<file path="src/logic/idma_ctrl_pkg.sv">
// ------------------------------
// Control encodings for the splitters and the coupler
// ------------------------------
package idma_ctrl_pkg;

    // ------------------------------
    // Splitter state
    // ------------------------------
    // Idle: no transfer held, no burst offered
    // Active: at least one burst still to emit
    typedef enum logic {
        TF_IDLE   = 1'b0,
        TF_ACTIVE = 1'b1
    } tf_state_e;

    // ------------------------------
    // Read/write coupling
    // ------------------------------
    // Coupled: both sides cut at the nearer page boundary
    // Decoupled: each side cuts at its own boundary
    typedef enum logic {
        RW_COUPLED   = 1'b0,
        RW_DECOUPLED = 1'b1
    } rw_mode_e;

endpackage

</file>
<file path="src/logic/idma_width_pkg.sv">
// ------------------------------
// Address, length and page count widths for the legalizer
// Page sizes above MaxPageBytes do not fit page_len_t
// ------------------------------
package idma_width_pkg;

    // ------------------------------
    // Widths
    // ------------------------------
    // Byte address width
    localparam int unsigned AddrWidth = 32;
    // Transfer length in bytes
    localparam int unsigned LenWidth = 32;
    // Largest legal page
    localparam int unsigned MaxPageBytes = 4096;
    // One extra bit so a full page fits
    localparam int unsigned PageLenWidth = $clog2(MaxPageBytes) + 1;

    // ------------------------------
    // Vector types
    // ------------------------------
    // Byte address on either side
    typedef logic [AddrWidth-1:0] addr_t;

    // Remaining bytes of a transfer
    typedef logic [LenWidth-1:0] len_t;

    // Byte count inside one page, up to a full page
    typedef logic [PageLenWidth-1:0] page_len_t;

endpackage
</file>
<file path="src/logic/idma_legalizer_top.sv">
// ------------------------------
// PageBytes must be a power of two from 64 to 4096
// Zero length transfers are not legal
// ------------------------------
`timescale 1ns/1ps

module idma_legalizer_top
    import idma_width_pkg::*;
#(
    // Page size in bytes for both sides
    parameter int unsigned PageBytes = 256
) (
    input  logic      clk_i,
    input  logic      arst_n_i,

    // 1D transfer request
    input  logic      req_valid_i,
    input  addr_t     req_src_addr_i,
    input  addr_t     req_dst_addr_i,
    input  len_t      req_len_i,
    input  logic      req_decouple_i,
    output logic      req_ready_o,

    // Read bursts
    output logic      r_valid_o,
    output addr_t     r_addr_o,
    output page_len_t r_len_o,
    input  logic      r_ready_i,

    // Write bursts
    output logic      w_valid_o,
    output addr_t     w_addr_o,
    output page_len_t w_len_o,
    output logic      w_last_o,
    input  logic      w_ready_i,

    // Control
    input  logic      flush_i,
    input  logic      kill_i,

    // Status
    output logic      r_busy_o,
    output logic      w_busy_o
);

    // ------------------------------
    // Splitter to coupler
    // ------------------------------
    page_len_t r_bytes_to_pb;
    page_len_t w_bytes_to_pb;
    logic      r_done;
    logic      w_done;

    // Coupler to splitters
    page_len_t r_possible;
    page_len_t w_possible;
    logic      r_advance;
    logic      w_advance;
    logic      load;
    logic      clear;

    // Final write burst of the transfer
    assign w_last_o = w_done;

    // ------------------------------
    // Read side
    // ------------------------------
    idma_burst_splitter #(
        .PageBytes     (PageBytes)
    ) u_read_splitter (
        .clk_i         (clk_i),
        .arst_n_i      (arst_n_i),
        .load_i        (load),
        .advance_i     (r_advance),
        .clear_i       (clear),
        .start_addr_i  (req_src_addr_i),
        .start_len_i   (req_len_i),
        .possible_i    (r_possible),
        .bytes_to_pb_o (r_bytes_to_pb),
        .done_o        (r_done),
        .burst_addr_o  (r_addr_o),
        .burst_len_o   (r_len_o),
        .busy_o        (r_busy_o)
    );

    // ------------------------------
    // Write side
    // ------------------------------
    idma_burst_splitter #(
        .PageBytes     (PageBytes)
    ) u_write_splitter (
        .clk_i         (clk_i),
        .arst_n_i      (arst_n_i),
        .load_i        (load),
        .advance_i     (w_advance),
        .clear_i       (clear),
        .start_addr_i  (req_dst_addr_i),
        .start_len_i   (req_len_i),
        .possible_i    (w_possible),
        .bytes_to_pb_o (w_bytes_to_pb),
        .done_o        (w_done),
        .burst_addr_o  (w_addr_o),
        .burst_len_o   (w_len_o),
        .busy_o        (w_busy_o)
    );

    // ------------------------------
    // Coupling and flow control
    // ------------------------------
    idma_rw_coupler u_coupler (
        .clk_i           (clk_i),
        .arst_n_i        (arst_n_i),
        .req_valid_i     (req_valid_i),
        .req_decouple_i  (req_decouple_i),
        .req_ready_o     (req_ready_o),
        .r_ready_i       (r_ready_i),
        .w_ready_i       (w_ready_i),
        .flush_i         (flush_i),
        .kill_i          (kill_i),
        .r_bytes_to_pb_i (r_bytes_to_pb),
        .r_done_i        (r_done),
        .r_active_i      (r_busy_o),
        .w_bytes_to_pb_i (w_bytes_to_pb),
        .w_done_i        (w_done),
        .w_active_i      (w_busy_o),
        .r_valid_o       (r_valid_o),
        .w_valid_o       (w_valid_o),
        .r_advance_o     (r_advance),
        .w_advance_o     (w_advance),
        .load_o          (load),
        .clear_o         (clear),
        .r_possible_o    (r_possible),
        .w_possible_o    (w_possible)
    );

endmodule

</file>
<file path="src/logic/idma_rw_coupler.sv">
// ------------------------------
// Mode is sampled at acceptance and holds for the whole transfer
// In coupled mode each valid also waits for the other side's ready
// ------------------------------
`timescale 1ns/1ps

module idma_rw_coupler
    import idma_width_pkg::*;
    import idma_ctrl_pkg::*;
(
    input  logic      clk_i,
    input  logic      arst_n_i,

    // Request side
    input  logic      req_valid_i,
    input  logic      req_decouple_i,
    output logic      req_ready_o,

    // Channel readies from the sinks
    input  logic      r_ready_i,
    input  logic      w_ready_i,

    // Global control
    input  logic      flush_i,
    input  logic      kill_i,

    // Status of the read splitter
    input  page_len_t r_bytes_to_pb_i,
    input  logic      r_done_i,
    input  logic      r_active_i,

    // Status of the write splitter
    input  page_len_t w_bytes_to_pb_i,
    input  logic      w_done_i,
    input  logic      w_active_i,

    // Channel valids
    output logic      r_valid_o,
    output logic      w_valid_o,

    // Splitter control
    output logic      r_advance_o,
    output logic      w_advance_o,
    output logic      load_o,
    output logic      clear_o,

    // Allowed bytes per side
    output page_len_t r_possible_o,
    output page_len_t w_possible_o
);

    // ------------------------------
    // Signals
    // ------------------------------
    rw_mode_e  mode_q;
    logic      decoupled;
    // Nearer of the two page boundaries
    page_len_t c_bytes_to_pb;
    // Handover condition per side, without kill
    logic      r_go;
    logic      w_go;

    assign decoupled = (mode_q == RW_DECOUPLED);

    // ------------------------------
    // Allowed bytes
    // ------------------------------
    assign c_bytes_to_pb = (r_bytes_to_pb_i > w_bytes_to_pb_i) ?
                           w_bytes_to_pb_i : r_bytes_to_pb_i;

    always_comb begin
        // Coupled: equal lengths on both sides
        r_possible_o = c_bytes_to_pb;
        w_possible_o = c_bytes_to_pb;
        if (decoupled) begin
            r_possible_o = r_bytes_to_pb_i;
            w_possible_o = w_bytes_to_pb_i;
        end
    end

    // ------------------------------
    // Flow control
    // ------------------------------
    always_comb begin
        if (decoupled) begin
            // Each side moves on its own ready
            r_go      = r_ready_i & ~flush_i;
            w_go      = w_ready_i & ~flush_i;
            r_valid_o = r_active_i & ~flush_i;
            w_valid_o = w_active_i & ~flush_i;
        end else begin
            // Pairs only, both readies needed
            r_go      = r_ready_i & w_ready_i & ~flush_i;
            w_go      = r_ready_i & w_ready_i & ~flush_i;
            r_valid_o = r_active_i & w_ready_i & ~flush_i;
            w_valid_o = w_active_i & r_ready_i & ~flush_i;
        end
    end

    // Kill also counts as an advance
    assign r_advance_o = r_go | kill_i;
    assign w_advance_o = w_go | kill_i;

    assign clear_o = kill_i;

    // Next transfer once both sides hand over their final burst
    // Kill frees both sides in the same cycle
    assign req_ready_o = (kill_i | (r_done_i & w_done_i))
                       & r_ready_i & w_ready_i & ~flush_i;

    assign load_o = req_valid_i & req_ready_o;

    // ------------------------------
    // Mode register
    // ------------------------------
    always_ff @(posedge clk_i or negedge arst_n_i) begin
        if (!arst_n_i) begin
            mode_q <= RW_COUPLED;
        end else if (load_o) begin
            mode_q <= req_decouple_i ? RW_DECOUPLED : RW_COUPLED;
        end
    end

endmodule

</file>
<file path="src/logic/idma_burst_splitter.sv">
// ------------------------------
// PageBytes must be a power of two from 64 to 4096
// Burst outputs are only meaningful while busy_o is high
// ------------------------------
`timescale 1ns/1ps

module idma_burst_splitter
    import idma_width_pkg::*;
    import idma_ctrl_pkg::*;
#(
    // Page size in bytes, no burst crosses it
    parameter int unsigned PageBytes = 256
) (
    input  logic      clk_i,
    input  logic      arst_n_i,

    // Start a new transfer, wins over everything else
    input  logic      load_i,
    // Current burst leaves, step to the next one
    input  logic      advance_i,
    // Drop the transfer at once
    input  logic      clear_i,

    // New transfer from the request side
    input  addr_t     start_addr_i,
    input  len_t      start_len_i,

    // Bytes this side may take in the current burst
    input  page_len_t possible_i,

    // Distance of the current address to the next page boundary
    output page_len_t bytes_to_pb_o,
    // Current burst is the final one, or nothing left
    output logic      done_o,

    // Current burst
    output addr_t     burst_addr_o,
    output page_len_t burst_len_o,

    // Transfer in progress
    output logic      busy_o
);

    // ------------------------------
    // Page geometry
    // ------------------------------
    // Low address bits that lie inside one page
    localparam addr_t PageMask = addr_t'(PageBytes - 1);
    // Full page as a page-relative count
    localparam page_len_t PageLen = page_len_t'(PageBytes);

    // ------------------------------
    // Signals
    // ------------------------------
    // Control state
    tf_state_e state_q;
    tf_state_e state_d;

    // Payload of the transfer, next byte address and bytes left
    addr_t     addr_q;
    addr_t     addr_d;
    len_t      len_q;
    len_t      len_d;

    // Offset of the current address inside its page
    addr_t     page_off;

    // Remaining bytes fit into the allowed size
    logic      fits;

    // Length of the burst offered now
    page_len_t burst_len;

    // ------------------------------
    // Boundary distance
    // ------------------------------
    // Power of two page, so a mask gives addr mod PageBytes
    assign page_off = addr_q & PageMask;

    // Never zero: an aligned address yields a full page
    assign bytes_to_pb_o = PageLen - page_len_t'(page_off);

    // ------------------------------
    // Current burst
    // ------------------------------
    // Compare at full length width so large transfers stay correct
    assign fits = (len_q <= len_t'(possible_i));

    // Final burst takes what is left, others take the allowed size
    // Truncation is safe here, len_q is at most one page when it fits
    assign burst_len = fits ? page_len_t'(len_q) : possible_i;

    assign burst_addr_o = addr_q;
    assign burst_len_o  = burst_len;

    // Idle counts as done so a new request can be taken
    assign done_o = (state_q == TF_IDLE) || fits;

    assign busy_o = (state_q == TF_ACTIVE);

    // ------------------------------
    // Next state
    // ------------------------------
    always_comb begin
        // Hold by default, covers back-pressure and flush
        state_d = state_q;
        addr_d  = addr_q;
        len_d   = len_q;

        if (load_i) begin
            // Fresh transfer, first burst offered next cycle
            state_d = TF_ACTIVE;
            addr_d  = start_addr_i;
            len_d   = start_len_i;
        end else if (clear_i) begin
            // Kill, payload is left stale
            state_d = TF_IDLE;
        end else if (advance_i && (state_q == TF_ACTIVE)) begin
            // Step past the burst that was just handed over
            addr_d = addr_q + addr_t'(burst_len);
            len_d  = len_q - len_t'(burst_len);
            // Final burst gone
            if (fits) begin
                state_d = TF_IDLE;
            end
        end
    end

    // ------------------------------
    // Registers
    // ------------------------------
    // State machine
    always_ff @(posedge clk_i or negedge arst_n_i) begin
        if (!arst_n_i) begin
            state_q <= TF_IDLE;
        end else begin
            state_q <= state_d;
        end
    end

    // Address and length
    always_ff @(posedge clk_i or negedge arst_n_i) begin
        if (!arst_n_i) begin
            addr_q <= '0;
            len_q  <= '0;
        end else begin
            addr_q <= addr_d;
            len_q  <= len_d;
        end
    end

endmodule

</file>
<file path="config.mk">
export PLATFORM = sky130hd
export DESIGN_NAME = idma_legalizer_top
export DESIGN_NICKNAME = d
export VERILOG_FILES = /design/src/logic/idma_ctrl_pkg.sv /design/src/logic/idma_width_pkg.sv /design/src/logic/idma_legalizer_top.sv /design/src/logic/idma_rw_coupler.sv /design/src/logic/idma_burst_splitter.sv
export SDC_FILE = /design/constraint.sdc
export NUM_CORES = 1
export LEC_CHECK = 0
export BUFFER_PORTS_ARGS = -buffer_cell sky130_fd_sc_hd__buf_2
export CAP_MARGIN = 20
export CORE_MARGIN = 2
export CORE_UTILIZATION = 43
export DETAILED_ROUTE_END_ITERATION = 7
export GPL_ROUTABILITY_DRIVEN = 1
export PLACE_DENSITY = 0.66
export SETUP_SLACK_MARGIN = 0.1
export SLEW_MARGIN = 10
export SYNTH_ARGS = -nofsm -noshare
export SYNTH_HDL_FRONTEND = slang
export SYNTH_SLANG_ARGS = --single-unit
</file>
<file path="constraint.sdc">
create_clock -name clk_i -period 9.57 [get_ports clk_i]
set_input_delay 0.4785 -clock clk_i [delete_from_list [all_inputs] [get_ports clk_i]]
set_output_delay 0.4785 -clock clk_i [all_outputs]
set_load 0.02 [all_outputs]
</file>
==> results.tsv <==
metric	value	unit
result of the run	finished clean	
H-tree level count	4	
CTS root buf	sky130_fd_sc_hd__clkbuf_16	
critical path peak fanout	21	
residual antenna-violating net count after detailed routing	0	
hold buffer count at cts	0	
portion of the post-synthesis area used by sequential elements	0.305	
share of the core filled with cells in the final layout	0.513	
Int Pwr	2440	uW
maximum buffer depth of the clock tree	2	
arrival time of the worst setup path	8.57	ns
net total in the final layout	1445	
fraction of final layout cells with drive strength greater than 1	0.304	
number of primary I/O pins	200	
Critical Path RT	9.87	ns
kind of capture point of the worst setup path	flop	
total count of max-transition violations in the final report	0	
IR drop worst, VDD	167	uV
classification of the worst setup path	flop to flop	
# Post-CTS Setup Buffers	0	
Tmin final	8.26	ns
delay of the slowest cell on the worst path	0.66	ns
ys flop type	sky130_fd_sc_hd__dfrtp_1	
number of distinct library cells after synthesis	63	
register bit total from synthesis	131	
grt total ovfl	0	
CP max stage cell	sky130_fd_sc_hd__o21bai_1	
Area Overhead vs Synth	16.7	%
Vias	8585	
Inserted Clock Buffers	17	
async set-or-reset flop fraction in the synthesized netlist	1.00	
final setup violation count	0	
maximum number of pins on one net before global-route repair	132	
HPWL Detailed	20600	um
area used by multi-input combinational logic	7070	sq um
most common cell type on the critical path	sky130_fd_sc_hd__ha_1	
unrepaired setup endpoints after global routing	false	
Sink Count	131	
power share of the sequential group	0.211	
max_cap viols	0	
area of the mapped netlist	10800	sq um
fmax	121	MHz
power density over the cells	366	nW/um^2
hold crit path type	input pin to async pin	
Rows	57	
category of the worst setup path launch point	flop	
clock-pin slew of the registers on the worst-case setup and hold paths	0.07	ns
router iterations before antenna repair	5	
standby leakage power	0.00615	uW
count of final hold-check violations	0	
gate family responsible for the most delay along the worst path	compound AO/OA/AOI/OAI gates	
number of warnings printed during yosys synthesis	0	
drt wl/cell	16.9	um
capturing point of the worst reg2reg path	u_write_splitter.burst_addr_o[30]	
floorplan die area	26300	sq um
height of the die	162	um
number of flops mapped to enable cells by yosys	0	
Worst Clk Skew	0.0147	ns
die width	162	um
iteration-0 DRC count of the detailed router	482	
sum of negative setup slack	0	ns
routed vias/inst	5.36	
register area	3280	sq um
standard cell core area	24500	sq um
Rel. slew slack	0.374	
power share of the combinational group	0.642	
Clk pwr share	0.147	
buffers and inverters on the worst path	3	
initial antenna violation count	3	
Critical R2R Launch	u_write_splitter.burst_addr_o[0]	
global-route wire length before repair	43800	um
Syn Inst Count	1074	
Skew-Pair Late Insertion Delay	0.43	ns
transition time of the tightest slew-check pin	0.939	ns
net switching component of the power	2150	uW
final clock period utilization by the worst path	0.864	
Post-Syn Area per Cell	10.0	sq um
flop-to-flop setup slack	1.31	ns
most frequent cells in the layout	sky130_fd_sc_hd__buf_2 (191), sky130_fd_sc_hd__dfrtp_1 (131), sky130_fd_sc_hd__nand2_1 (79), sky130_fd_sc_hd__mux2_4 (73), sky130_fd_sc_hd__ha_1 (73)	
Resized Gates After CTS	0	
number of cells traversed by the worst register-to-register path	30	
switch share	0.469	
fillcell total	2247	
wire length reported by the detailed router	27100	um
clock tree from TritonCTS	yes	
number of DRC violations after detailed routing	0	
effective utilization at floorplan	0.440	
Port Buffer Count	191	
GP Congestion	0.894	
most common cell after layout, fill and taps aside	sky130_fd_sc_hd__buf_2	
Overall Global Routing Usage	0.209	
vias in the first global route	8426	
[cells in the mapped netlist (6+ instances only)]
cell type,instances,share of area
sky130_fd_sc_hd__buf_4,11,0.0077
sky130_fd_sc_hd__nand2b_1,6,0.0035
sky130_fd_sc_hd__nor3_1,31,0.014
sky130_fd_sc_hd__a211oi_1,11,0.0077
sky130_fd_sc_hd__a21oi_1,43,0.020
sky130_fd_sc_hd__xnor2_1,55,0.045
sky130_fd_sc_hd__nand3b_1,7,0.0049
sky130_fd_sc_hd__or3_1,16,0.0093
sky130_fd_sc_hd__nor4_1,13,0.0076
sky130_fd_sc_hd__dfrtp_1,131,0.30
sky130_fd_sc_hd__ha_1,73,0.085
sky130_fd_sc_hd__nand2_1,79,0.028
sky130_fd_sc_hd__mux2i_1,31,0.029
sky130_fd_sc_hd__and4_1,9,0.0073
sky130_fd_sc_hd__and3_1,12,0.0070
sky130_fd_sc_hd__mux2_1,8,0.0084
sky130_fd_sc_hd__nor2_1,63,0.022
sky130_fd_sc_hd__o21ai_0,51,0.024
sky130_fd_sc_hd__nand4_1,10,0.0058
sky130_fd_sc_hd__a21o_1,10,0.0070
sky130_fd_sc_hd__nand3_1,21,0.0098
sky130_fd_sc_hd__clkbuf_1,16,0.0056
sky130_fd_sc_hd__inv_1,47,0.016
sky130_fd_sc_hd__xor2_1,70,0.057
sky130_fd_sc_hd__nor2b_1,13,0.0076
sky130_fd_sc_hd__buf_8,7,0.0098
sky130_fd_sc_hd__o21a_1,12,0.0084
sky130_fd_sc_hd__mux2_4,73,0.10
sky130_fd_sc_hd__mux2_2,69,0.072
sky130_fd_sc_hd__o211ai_1,7,0.0049
[per-layer routing]
metal / share of wire / routed length (um) / up-vias / track usage
li1: - / - / 4211 / -
met1: 0.46 / 12400 / 4067 / 0.283
met2: 0.46 / 12500 / 263 / 0.340
met3: 0.063 / 1690 / 40 / 0.0447
met4: 0.018 / 475 / 4 / 0.0543
met5: 0.0011 / 31 / - / 0
[flip-flops by register name (all words and copies together) (netlist names)]
name and flops:
u_write_splitter.len_q 32, u_write_splitter.burst_addr_o 32, u_read_splitter.len_q 32, u_read_splitter.burst_addr_o 32
u_read_splitter.busy_o 1, u_coupler.decoupled 1, u_write_splitter.busy_o 1
[per-stage QoR]
stage | instance area (sq um) | hold slack [ns] | setup slack (ns) | std cells | total power (uW)
floorplan | 10800 | 0.183 | 1.81 | 1089 | 3180
global placement | 11900 | 0.568 | 1.50 | 1568 | 3860
detailed placement | 11900 | 0.570 | 1.38 | 1568 | 3910
CTS | 12500 | 0.147 | 1.34 | 1600 | 4610
global route | 12600 | 0.144 | 0.746 | 1601 | 5020
finish | 12600 | 0.0782 | 1.31 | 1602 | 4590
[worst max path at each step]
stage | slack [ns] | to | start | cells past startpoint
6_report | 1.31 | u_write_splitter.burst_addr_o[30] | u_write_splitter.burst_addr_o[0] | 30
3_5_place_dp | 1.38 | u_read_splitter.burst_addr_o[15] | u_write_splitter.burst_addr_o[0] | 30
3_3_place_gp | 1.50 | u_read_splitter.burst_addr_o[15] | u_write_splitter.burst_addr_o[0] | 31
5_1_grt | 0.75 | u_write_splitter.burst_addr_o[28] | u_write_splitter.burst_addr_o[0] | 30
4_1_cts | 1.34 | u_write_splitter.burst_addr_o[28] | u_write_splitter.burst_addr_o[0] | 30
2_1_floorplan | 1.81 | u_read_splitter.burst_addr_o[15] | u_write_splitter.burst_addr_o[0] | 32
[worst reg2reg max path, delay by kind of cell, from the launching register on]
kind | cells | cell delay (ns)
flip-flops | 1 | 0.51
adder cells (fa/ha/maj) | 5 | 1.48
multiplexers | 3 | 1.20
AO/OA/AOI/OAI | 10 | 2.80
buffers and inverters | 3 | 0.31
AND/OR/NAND/NOR | 7 | 1.44
XOR/XNOR | 2 | 0.41
[area by class of cell]
| cell class | count | area share |
|---|---|---|
| clock inverters | 14 | 0.0128 |
| clock buffers | 18 | 0.0350 |
| flip-flops and latches | 131 | 0.261 |
| diodes | 1 | 0.000199 |
| repair buffers | 198 | 0.0816 |
| inverters | 47 | 0.0141 |
| multi-input cells | 869 | 0.563 |
| well taps | 324 | 0.0323 |
[cell families after synthesis]
family	count (synthesis)	synth area share
other	1	0.000349
flip-flops	131	0.305
adder cells (fa/ha/maj)	77	0.0923
multiplexers	181	0.211
buffers and inverters	89	0.0448
AO/OA/AOI/OAI	169	0.101
XOR/XNOR	125	0.102
AND/OR/NAND/NOR	301	0.144
[power groups by stage]
| stage | combinational, uW | sequential, uW | clock (uW) |
|---|---|---|---|
| after floorplan | 2160 | 1010 | 0 |
| after global placement | 2890 | 968 | 0 |
| after detailed placement | 2940 | 974 | 0 |
| after CTS | 2950 | 966 | 689 |
| after global routing | 3310 | 997 | 719 |
| final | 2950 | 967 | 676 |
No activity file was read; power rests on OpenSTA's default activity.
